===== config.mk =====
export PLATFORM = sky130hd
export DESIGN_NAME = rv_core
export DESIGN_NICKNAME = d
export VERILOG_FILES = /design/src/rv_pkg.sv /design/src/rv_decode.sv /design/src/rv_regfile.sv /design/src/rv_execute.sv /design/src/rv_result.sv /design/src/rv_core.sv
export SDC_FILE = /design/constraint.sdc
export NUM_CORES = 2
export LEC_CHECK = 0
export ABC_AREA = 0
export BUFFER_PORTS_ARGS = -buffer_cell sky130_fd_sc_hd__buf_2
export CORE_ASPECT_RATIO = 1.25
export CORE_UTILIZATION = 40
export DETAILED_ROUTE_END_ITERATION = 8
export PLACE_DENSITY = 0.57
export SYNTH_ARGS = -nofsm -noshare
export SYNTH_HDL_FRONTEND = slang
export SYNTH_SLANG_ARGS = --single-unit

===== constraint.sdc =====
create_clock -name clk -period 8.15 [get_ports clk]
set_clock_uncertainty 0.2 [all_clocks]
set_input_delay 0.815 -clock clk [delete_from_list [all_inputs] [get_ports clk]]
set_output_delay 0.815 -clock clk [all_outputs]
set_load 0.02 [all_outputs]

===== src/rv_pkg.sv =====
`default_nettype none

package rv_pkg;

  localparam int xlen       = 32;
  localparam int reg_addr_w = 5;

  localparam logic [xlen-1:0] reset_pc = 32'h0000_0000;

  // major opcode, instr[6:2]
  typedef enum logic [4:0] {
    opc_load   = 5'b00000,
    opc_op_imm = 5'b00100,
    opc_auipc  = 5'b00101,
    opc_store  = 5'b01000,
    opc_op     = 5'b01100,
    opc_lui    = 5'b01101,
    opc_branch = 5'b11000,
    opc_jalr   = 5'b11001,
    opc_jal    = 5'b11011,
    opc_system = 5'b11100
  } opcode_e;

  // illegal must stay the last encoding
  typedef enum logic [3:0] {
    cls_lui,
    cls_auipc,
    cls_jal,
    cls_jalr,
    cls_branch,
    cls_load,
    cls_store,
    cls_alu,
    cls_system,
    cls_illegal
  } op_class_e;

  typedef enum logic [3:0] {
    alu_add,
    alu_sub,
    alu_sll,
    alu_slt,
    alu_sltu,
    alu_xor,
    alu_srl,
    alu_sra,
    alu_or,
    alu_and
  } alu_op_e;

  typedef struct packed {
    op_class_e             op_class;
    alu_op_e               alu_op;
    logic [2:0]            funct3;
    logic                  use_imm;
    logic [reg_addr_w-1:0] rd;
    logic [reg_addr_w-1:0] rs1;
    logic [reg_addr_w-1:0] rs2;
    logic [xlen-1:0]       imm;
  } decoded_t;

  typedef struct packed {
    logic [xlen-1:0] alu_result;
    logic [xlen-1:0] link;
    logic [xlen-1:0] target_pc;
    logic [xlen-1:0] mem_addr;
    logic [1:0]      byte_off;
    logic [xlen-1:0] store_data;
    logic [3:0]      wstrb;
    logic            misaligned;
  } exec_t;

endpackage

`default_nettype wire


===== src/rv_decode.sv =====
`default_nettype none

module rv_decode (
  input  wire  [rv_pkg::xlen-1:0] instr,
  output rv_pkg::decoded_t        dec
);

  rv_pkg::opcode_e  opcode;
  logic [2:0]       funct3;
  logic [6:0]       funct7;
  logic             alt;
  logic [31:0]      imm_i;
  logic [31:0]      imm_s;
  logic [31:0]      imm_b;
  logic [31:0]      imm_u;
  logic [31:0]      imm_j;

  assign opcode = rv_pkg::opcode_e'(instr[6:2]);
  assign funct3 = instr[14:12];
  assign funct7 = instr[31:25];
  // sub and sra variants
  assign alt    = funct7 == 7'b0100000;

  assign imm_i = {{20{instr[31]}}, instr[31:20]};
  assign imm_s = {{20{instr[31]}}, instr[31:25], instr[11:7]};
  assign imm_b = {{20{instr[31]}}, instr[7], instr[30:25], instr[11:8], 1'b0};
  assign imm_u = {instr[31:12], 12'b0};
  assign imm_j = {{12{instr[31]}}, instr[19:12], instr[20], instr[30:21], 1'b0};

  function automatic rv_pkg::alu_op_e alu_sel(input logic [2:0] f3, input logic sub_sra);
    case (f3)
      3'b000:  return sub_sra ? rv_pkg::alu_sub : rv_pkg::alu_add;
      3'b001:  return rv_pkg::alu_sll;
      3'b010:  return rv_pkg::alu_slt;
      3'b011:  return rv_pkg::alu_sltu;
      3'b100:  return rv_pkg::alu_xor;
      3'b101:  return sub_sra ? rv_pkg::alu_sra : rv_pkg::alu_srl;
      3'b110:  return rv_pkg::alu_or;
      default: return rv_pkg::alu_and;
    endcase
  endfunction

  always_comb begin
    dec.op_class = rv_pkg::cls_illegal;
    dec.alu_op   = rv_pkg::alu_add;
    dec.funct3   = funct3;
    dec.use_imm  = 1'b0;
    dec.rd       = instr[11:7];
    dec.rs1      = instr[19:15];
    dec.rs2      = instr[24:20];
    dec.imm      = '0;
    // compressed words fall through as illegal
    if (instr[1:0] == 2'b11) begin
      case (opcode)
        rv_pkg::opc_lui: begin
          dec.op_class = rv_pkg::cls_lui;
          dec.imm      = imm_u;
        end
        rv_pkg::opc_auipc: begin
          dec.op_class = rv_pkg::cls_auipc;
          dec.imm      = imm_u;
        end
        rv_pkg::opc_jal: begin
          dec.op_class = rv_pkg::cls_jal;
          dec.imm      = imm_j;
        end
        rv_pkg::opc_jalr: begin
          dec.imm = imm_i;
          if (funct3 == 3'b000) dec.op_class = rv_pkg::cls_jalr;
        end
        rv_pkg::opc_branch: begin
          dec.imm = imm_b;
          if (funct3[2:1] != 2'b01) dec.op_class = rv_pkg::cls_branch;
        end
        rv_pkg::opc_load: begin
          dec.imm = imm_i;
          if (funct3 inside {3'b000, 3'b001, 3'b010, 3'b100, 3'b101}) begin
            dec.op_class = rv_pkg::cls_load;
          end
        end
        rv_pkg::opc_store: begin
          dec.imm = imm_s;
          if (funct3 inside {3'b000, 3'b001, 3'b010}) dec.op_class = rv_pkg::cls_store;
        end
        rv_pkg::opc_op_imm: begin
          dec.imm     = imm_i;
          dec.use_imm = 1'b1;
          dec.alu_op  = alu_sel(funct3, alt && funct3 == 3'b101);
          // shift immediates carry funct7 in the upper bits
          if ((funct3 != 3'b001 && funct3 != 3'b101) || funct7 == 7'd0 ||
              (alt && funct3 == 3'b101)) begin
            dec.op_class = rv_pkg::cls_alu;
          end
        end
        rv_pkg::opc_op: begin
          dec.alu_op = alu_sel(funct3, alt);
          if (funct7 == 7'd0 || (alt && (funct3 == 3'b000 || funct3 == 3'b101))) begin
            dec.op_class = rv_pkg::cls_alu;
          end
        end
        rv_pkg::opc_system: begin
          // only ecall and ebreak
          if (instr[31:21] == 11'd0 && instr[19:7] == 13'd0) dec.op_class = rv_pkg::cls_system;
        end
        default: dec.op_class = rv_pkg::cls_illegal;
      endcase
    end
  end

endmodule

`default_nettype wire


===== src/rv_regfile.sv =====
`default_nettype none

module rv_regfile (
  input  wire                           clk,
  input  wire                           reset,
  input  wire  [rv_pkg::reg_addr_w-1:0] rs1,
  input  wire  [rv_pkg::reg_addr_w-1:0] rs2,
  output logic [rv_pkg::xlen-1:0]       rs1_data,
  output logic [rv_pkg::xlen-1:0]       rs2_data,
  input  wire                           we,
  input  wire  [rv_pkg::reg_addr_w-1:0] rd,
  input  wire  [rv_pkg::xlen-1:0]       rd_data
);

  // x0 has no storage
  logic [rv_pkg::xlen-1:0] regs [1:(1 << rv_pkg::reg_addr_w) - 1];

  assign rs1_data = (rs1 == '0) ? '0 : regs[rs1];
  assign rs2_data = (rs2 == '0) ? '0 : regs[rs2];

  always_ff @(posedge clk) begin
    if (reset) begin
      for (int i = 1; i < (1 << rv_pkg::reg_addr_w); i++) begin
        regs[i] <= '0;
      end
    end else if (we && rd != '0) begin
      regs[rd] <= rd_data;
    end
  end

endmodule

`default_nettype wire


===== src/rv_execute.sv =====
`default_nettype none

module rv_execute (
  input  wire  rv_pkg::decoded_t  dec,
  input  wire  [rv_pkg::xlen-1:0] pc,
  input  wire  [rv_pkg::xlen-1:0] rs1_data,
  input  wire  [rv_pkg::xlen-1:0] rs2_data,
  output rv_pkg::exec_t           ex
);

  logic [31:0] operand_b;
  logic [4:0]  shamt;
  logic [31:0] alu_out;
  logic [31:0] pc_plus_imm;
  logic [31:0] pc_plus_4;
  logic [31:0] rs1_plus_imm;
  logic        take;
  logic        is_mem;

  assign operand_b    = dec.use_imm ? dec.imm : rs2_data;
  assign shamt        = operand_b[4:0];
  assign pc_plus_imm  = pc + dec.imm;
  assign pc_plus_4    = pc + 32'd4;
  // shared by jalr and load/store addressing
  assign rs1_plus_imm = rs1_data + dec.imm;
  assign is_mem       = dec.op_class == rv_pkg::cls_load || dec.op_class == rv_pkg::cls_store;

  always_comb begin
    case (dec.alu_op)
      rv_pkg::alu_add:  alu_out = rs1_data + operand_b;
      rv_pkg::alu_sub:  alu_out = rs1_data - operand_b;
      rv_pkg::alu_sll:  alu_out = rs1_data << shamt;
      rv_pkg::alu_slt:  alu_out = {31'd0, $signed(rs1_data) < $signed(operand_b)};
      rv_pkg::alu_sltu: alu_out = {31'd0, rs1_data < operand_b};
      rv_pkg::alu_xor:  alu_out = rs1_data ^ operand_b;
      rv_pkg::alu_srl:  alu_out = rs1_data >> shamt;
      rv_pkg::alu_sra:  alu_out = $unsigned($signed(rs1_data) >>> shamt);
      rv_pkg::alu_or:   alu_out = rs1_data | operand_b;
      default:          alu_out = rs1_data & operand_b;
    endcase
  end

  // branch condition from funct3
  always_comb begin
    case (dec.funct3)
      3'b000:  take = rs1_data == rs2_data;
      3'b001:  take = rs1_data != rs2_data;
      3'b100:  take = $signed(rs1_data) < $signed(rs2_data);
      3'b101:  take = $signed(rs1_data) >= $signed(rs2_data);
      3'b110:  take = rs1_data < rs2_data;
      default: take = rs1_data >= rs2_data;
    endcase
  end

  always_comb begin
    ex.link = pc_plus_4;

    case (dec.op_class)
      rv_pkg::cls_lui:   ex.alu_result = dec.imm;
      rv_pkg::cls_auipc: ex.alu_result = pc_plus_imm;
      default:           ex.alu_result = alu_out;
    endcase

    case (dec.op_class)
      rv_pkg::cls_jal:    ex.target_pc = pc_plus_imm;
      rv_pkg::cls_jalr:   ex.target_pc = {rs1_plus_imm[31:1], 1'b0};
      rv_pkg::cls_branch: ex.target_pc = take ? pc_plus_imm : pc_plus_4;
      default:            ex.target_pc = pc_plus_4;
    endcase

    ex.mem_addr = {rs1_plus_imm[31:2], 2'b00};
    ex.byte_off = rs1_plus_imm[1:0];

    // replicate store data into every lane, strobe picks the lane
    case (dec.funct3[1:0])
      2'b00: begin
        ex.store_data = {4{rs2_data[7:0]}};
        ex.wstrb      = 4'b0001 << rs1_plus_imm[1:0];
      end
      2'b01: begin
        ex.store_data = {2{rs2_data[15:0]}};
        ex.wstrb      = rs1_plus_imm[1] ? 4'b1100 : 4'b0011;
      end
      default: begin
        ex.store_data = rs2_data;
        ex.wstrb      = 4'b1111;
      end
    endcase
    if (dec.op_class != rv_pkg::cls_store) ex.wstrb = 4'b0000;

    ex.misaligned = is_mem &&
                    ((dec.funct3[1:0] == 2'b10 && rs1_plus_imm[1:0] != 2'b00) ||
                     (dec.funct3[1:0] == 2'b01 && rs1_plus_imm[0]));
  end

endmodule

`default_nettype wire


===== src/rv_result.sv =====
`default_nettype none

module rv_result (
  input  wire  rv_pkg::decoded_t  dec,
  input  wire  rv_pkg::exec_t     ex,
  input  wire  [rv_pkg::xlen-1:0] mem_rdata,
  output logic [rv_pkg::xlen-1:0] wb_data,
  output logic                    wb_en
);

  logic [7:0]  load_byte;
  logic [15:0] load_half;
  logic [31:0] load_value;

  always_comb begin
    case (ex.byte_off)
      2'b00:   load_byte = mem_rdata[7:0];
      2'b01:   load_byte = mem_rdata[15:8];
      2'b10:   load_byte = mem_rdata[23:16];
      default: load_byte = mem_rdata[31:24];
    endcase
  end

  assign load_half = ex.byte_off[1] ? mem_rdata[31:16] : mem_rdata[15:0];

  // funct3 bit 2 selects zero extension
  always_comb begin
    case (dec.funct3)
      3'b000:  load_value = {{24{load_byte[7]}}, load_byte};
      3'b001:  load_value = {{16{load_half[15]}}, load_half};
      3'b100:  load_value = {24'd0, load_byte};
      3'b101:  load_value = {16'd0, load_half};
      default: load_value = mem_rdata;
    endcase
  end

  always_comb begin
    case (dec.op_class)
      rv_pkg::cls_load: wb_data = load_value;
      rv_pkg::cls_jal,
      rv_pkg::cls_jalr: wb_data = ex.link;
      default:          wb_data = ex.alu_result;
    endcase
  end

  assign wb_en = dec.op_class inside {rv_pkg::cls_lui, rv_pkg::cls_auipc, rv_pkg::cls_jal,
                                      rv_pkg::cls_jalr, rv_pkg::cls_load, rv_pkg::cls_alu};

endmodule

`default_nettype wire


===== src/rv_core.sv =====
`default_nettype none

module rv_core (
  input  wire                     clk,
  input  wire                     reset,
  output logic                    mem_valid,
  output logic                    mem_instr,
  input  wire                     mem_ready,
  output logic [rv_pkg::xlen-1:0] mem_addr,
  output logic [rv_pkg::xlen-1:0] mem_wdata,
  output logic [3:0]              mem_wstrb,
  input  wire  [rv_pkg::xlen-1:0] mem_rdata,
  output logic                    trap
);

  typedef enum logic [2:0] {
    st_fetch,
    st_wait_fetch,
    st_decode,
    st_execute,
    st_mem_wait,
    st_check_pc,
    st_write_back,
    st_trapped
  } state_e;

  state_e                  state;
  logic [rv_pkg::xlen-1:0] pc;
  logic [rv_pkg::xlen-1:0] instr;
  logic [rv_pkg::xlen-1:0] load_data;
  rv_pkg::decoded_t        dec;
  rv_pkg::decoded_t        dec_q;
  rv_pkg::exec_t           ex;
  rv_pkg::exec_t           ex_q;
  logic [rv_pkg::xlen-1:0] rs1_data;
  logic [rv_pkg::xlen-1:0] rs2_data;
  logic [rv_pkg::xlen-1:0] wb_data;
  logic                    wb_en;
  logic                    exec_fault;

  rv_decode u_decode (.instr(instr), .dec(dec));

  rv_regfile u_regfile (
    .clk(clk), .reset(reset),
    .rs1(dec_q.rs1), .rs2(dec_q.rs2), .rs1_data(rs1_data), .rs2_data(rs2_data),
    .we(state == st_write_back && wb_en), .rd(dec_q.rd), .rd_data(wb_data)
  );

  rv_execute u_execute (
    .dec(dec_q), .pc(pc), .rs1_data(rs1_data), .rs2_data(rs2_data), .ex(ex)
  );

  rv_result u_result (
    .dec(dec_q), .ex(ex_q), .mem_rdata(load_data), .wb_data(wb_data), .wb_en(wb_en)
  );

  assign exec_fault = dec_q.op_class == rv_pkg::cls_illegal ||
                      dec_q.op_class == rv_pkg::cls_system || ex.misaligned;

  always_ff @(posedge clk) begin
    if (reset) begin
      state     <= st_fetch;
      pc        <= rv_pkg::reset_pc;
      mem_valid <= 1'b0;
      mem_instr <= 1'b0;
      mem_addr  <= '0;
      mem_wdata <= '0;
      mem_wstrb <= '0;
      trap      <= 1'b0;
    end else begin
      case (state)
        st_fetch: begin
          mem_valid <= 1'b1;
          mem_instr <= 1'b1;
          mem_addr  <= pc;
          mem_wstrb <= '0;
          state     <= st_wait_fetch;
        end
        st_wait_fetch: if (mem_ready) begin
          mem_valid <= 1'b0;
          instr     <= mem_rdata;
          state     <= st_decode;
        end
        st_decode: begin
          dec_q <= dec;
          state <= st_execute;
        end
        st_execute: begin
          ex_q <= ex;
          if (exec_fault) begin
            trap  <= 1'b1;
            state <= st_trapped;
          end else if (dec_q.op_class inside {rv_pkg::cls_load, rv_pkg::cls_store}) begin
            mem_valid <= 1'b1;
            mem_instr <= 1'b0;
            mem_addr  <= ex.mem_addr;
            mem_wdata <= ex.store_data;
            mem_wstrb <= ex.wstrb;
            state     <= st_mem_wait;
          end else if (dec_q.op_class inside {rv_pkg::cls_jal, rv_pkg::cls_jalr,
                                              rv_pkg::cls_branch}) begin
            state <= st_check_pc;
          end else begin
            pc    <= ex.link;
            state <= st_write_back;
          end
        end
        st_mem_wait: if (mem_ready) begin
          mem_valid <= 1'b0;
          mem_wstrb <= '0;
          load_data <= mem_rdata;
          pc        <= ex_q.link;
          state     <= (dec_q.op_class == rv_pkg::cls_load) ? st_write_back : st_fetch;
        end
        // no compressed support, so targets must be word aligned
        st_check_pc: if (|ex_q.target_pc[1:0]) begin
          trap  <= 1'b1;
          state <= st_trapped;
        end else begin
          pc    <= ex_q.target_pc;
          state <= (dec_q.op_class == rv_pkg::cls_branch) ? st_fetch : st_write_back;
        end
        st_write_back: state <= st_fetch;
        st_trapped:    trap  <= 1'b1;
      endcase
    end
  end

  req_held: assert property (@(posedge clk) disable iff (reset)
    (mem_valid && !mem_ready) |=> (mem_valid && $stable(mem_instr) && $stable(mem_addr) &&
                                   $stable(mem_wdata) && $stable(mem_wstrb)));

  // once trapped the core stays quiet on the memory port
  trap_sticky: assert property (@(posedge clk) disable iff (reset)
    trap |=> (trap && !mem_valid));

endmodule

`default_nettype wire


==> summary.md <==
| Metric | Value |
|---|---|
| Residual DRC count | 5 |
| DR pass1 iterations | 9 |
| Top Usage Layer GRT | met2 |
| Total global routing overflow | 0 |
| Critical Path RT | 8.62 ns |
| Period minus WS final | 7.840 ns |
| Final setup fails | 0 |
| Sw Ratio | 0.3102 |
| Cell Pwr Density | 201.7 mW/mm^2 |
| Setup crit end kind | register |
| Number of flops mapped to enable cells by yosys | 1,245 |
| IO Port Bufs | 105 |
| Via count | 67,170 |
| Synth Register Bits | 1,361 |
| Clk pwr share | 0.371 |
| Crit-path max FO | 43 |
| Yosys warns | 0 |
| RePlAce Congestion | roughly 1.1 |
| Critical Path, Cell by Cell | buf_12 > buf_4 > mux4_2 > mux4_2 > nand2_1 > a21oi_1 > inv_1 > o21ai_0 > ha_1 > inv_1 > a21o_1 > a2111o_1 > nand2_1 > o211ai_1 > a31oi_1 > o41ai_1 > buf_4 > a21boi_0 > nor2_1 > nor4_1 > a2bb2oi_1 |
| Reg clk slew, reported paths | approximately 0.070 ns |
| Slowest-stage cell, CP | dfxtp_4 |
| Internal | 0.01270 W |
| Die W | 406.8 um |
| Cells after Synth | 7,148 |
| WHS Path Cells | 1 |
| Critical setup path kind | register to register |
| Crit. path cell count | 21 |
| Initial Utilization | 0.4027 |
| Seq/Total Area, Yosys | 0.4846 |
| Met2 GRT Util | 0.5792 |
| Worst vdd ir | between 200 and 250 uV |
| Die area | 0.2067 mm^2 |
| Largest net degree at the start of global routing | 86 |
| Yosys cell types | 110 |
| RSZ-0062 raised after global routing | no |
| Total track usage | 0.3722 |
| Met1 global-route usage | 0.4397 |
| Cell Area, Synth | 0.08194 mm^2 |
| Post-route cell area | 0.09131 mm^2 |
| Nets | 7,379 |
| Synth Area per Inst | 11.46 um^2 |
| CTS Buffer Depth | 3 |
| Clk Latency, worst-skew pair | between 0.8 and 0.9 ns |
| Status | complete, but fails checks |
| Worst-Margin Slew | 1.446 ns |
| Root Buffer | clkbuf_16 |
| Failing checks | DRC |
| DP HPWL | 268.2 mm |
| Antenna violations before repair | 17 |
| Post-CTS setup buffers | 0 |
| Number of CTS-inserted buffers | ~150 |
| Hold WC Path Type | primary input to register |
| Crit-path leading delay family | compound AO/OA/AOI/OAI gates |
| Site row count | 185 |
| Number of global-route vias before repair | 64,660 |
| CTS tree | done |
| Max Slew Vio Count | 0 |
| Sequential power share | 0.437 |
| MaxCap Viol Count | 0 |
| Crit-path max cell delay | ~0.83 ns |
| Vias/cell | a little under 7 |
| CP Launch Type | register |
| Ys async rst share | 0 |
| WP data arrival | roughly 8.3 ns |
| ANT nets after route | 0 |
| Drt wl/cell | slightly below 40 um |
| IO Count | 106 |
| Die Height | between 500 and 600 um |
| Area delta synth->final | 11.44% |
| Dpl cell area | around 0.086 mm^2 |
| PnR worst setup slack | 0.3098 ns |
| Initial detailed-routing violation count | 10,250 |
| Worst slack at placement | 0.6483 ns |
| Post-cts resize count | 0 |
| Net Sw Power | 0.005712 W |
| Final Hold Viols | 0 |
| M3 GR Usage | 0.08419 |
| Fmax | 127.5 MHz |
| Clk sinks | between 1,000 and 1,500 |
| Htree depth | 4 |
| Ys flop type | edfxtp_1 |
| First-pass GRT wire length | ~530 mm |
| Core Area | 0.2035 mm^2 |
| Comb pwr share | 0.192 |
| Proportion of layout cells with a drive suffix above 1 | 0.1911 |
| Final wirelength | 389.7 mm |
| Max-slew headroom | 0.02583 |
| Leak | 34.04 nW |
| Final period util | 0.9620 |
| R2R depth | 21 |
| CP bufs+invs | 5 |
| Setup tns final | 0 ns |
[cells in the final DEF (no fill, tap or decap), drive strengths merged, types with 54 or more instances in the layout]
master	instances
clkbuf	180
nor2b	54
ha	192
buf	417
o21ai	228
clkinv	66
a31oi	60
a21oi	331
nand2	633
a221oi	55
nand3	88
xnor2	66
a211oi	69
a22oi	71
edfxtp	1245
mux2i	329
dfxtp	116
inv	202
nor2	1347
o211ai	75
mux4	528
nor3	94
[what timing repair did]
action / in CTS / in global routing
endpoints found under the setup margin: 0 / 0
hold endpoints to repair: 26 / 0
hold buffers: 13 / 0
[state kept, by name (all words and copies together), names as in the netlist, named ones only]
register,cells
u_regfile.regs,1024
ex_q,98
dec_q,59
instr,32
load_data,32
mem_addr,32
mem_wdata,32
pc,32
mem_wstrb,4
state,3
mem_instr,1
mem_valid,1
trap,1
[power by group through the flow]
stage	combinational (W)	sequential, W	clock (W)
6_report	0.00353	0.00805	0.00683
3_5_place_dp	0.00340	0.00819	0
5_1_grt	0.00363	0.00806	0.00711
2_1_floorplan	0.00203	0.00809	0
4_1_cts	0.00341	0.00804	0.00687
3_3_place_gp	0.00341	0.00817	0
[layer usage]
metal | up-vias | wire length [um]
met4 | 20 | 38340
met1 | 33950 | 134800
met3 | 1328 | 39660
met2 | 4941 | 176800
li1 | 26930 | -
met5 | - | 138
[metrics by stage]
| step | cells | utilization | total power (W) | hold slack [ns] |
|---|---|---|---|---|
| 2_1_floorplan | 7179 | - | 0.01012 | 0.2244 |
| 6_report | 9990 | 0.4488 | 0.01841 | 0.06467 |
| 3_3_place_gp | 9699 | 0.4244 | 0.01158 | 0.2388 |
| 4_1_cts | 9980 | 0.4487 | 0.01833 | 0.02361 |
| 3_5_place_dp | 9699 | 0.4244 | 0.01158 | 0.2479 |
| 5_1_grt | 9982 | 0.4487 | 0.01880 | 0.03919 |
[synthesized netlist by cell type (all sizes together), types with 88 or more instances]
master  count  share of area
nor2     1347          0.062
edfxtp   1245           0.46
nand2     633          0.029
mux4      528           0.15
clkbuf    415          0.019
a21oi     331          0.020
mux2i     329          0.041
o21ai     228          0.014
buf       193          0.016
ha        192          0.029
inv       190         0.0088
dfxtp     116          0.028
nor3       94         0.0059
nand3      88         0.0054
[final cells by class]
type                    instances  area (um^2)
clock buffers                 180         3872
multi-input cells            5016        39350
inverters                     194        733.2
flip-flops and latches       1361        39740
fillers                     18730       112200
repair buffers                430         3263
clock inverters                88        932.1
well taps                    2711         3392
diodes                         10        25.02
[logic make-up (layout without fill, tap and decap cells)]
family                     Yosys count  after routing  share of synthesized area
muxes                              906            906                     0.1935
buffers and inverters              802            892                    0.04393
other                                1             42                 0.00004577
xor gates and xnor gates           101            101                    0.01080
AOI/OAI and AO/OA                 1320           1320                     0.1105
and+or+nand+nor                   2461           2461                     0.1263
adders and majority gates          196            196                    0.03030
DFF                               1361           1361                     0.4846
[path summary, 6_finish.rpt]
kind                 from      endpoint  slack (ns)
max              register     ex_q[135]        0.31
max reg2reg      register     ex_q[135]        0.31
min reg2reg  mem_wdata[6]  mem_wdata[6]        0.25
min          mem_rdata[1]      instr[1]        0.06
[worst register-to-register path: cells and delay by family (launching register included)]
kind                       cells  cell delay, ns
buffers and inverters          5            1.46
muxes                          2            0.58
adders and majority gates      1            0.42
DFF                            1            0.83
AOI/OAI and AO/OA              9            3.32
and+or+nand+nor                4            0.89
(Power assumes the default switching activity.)
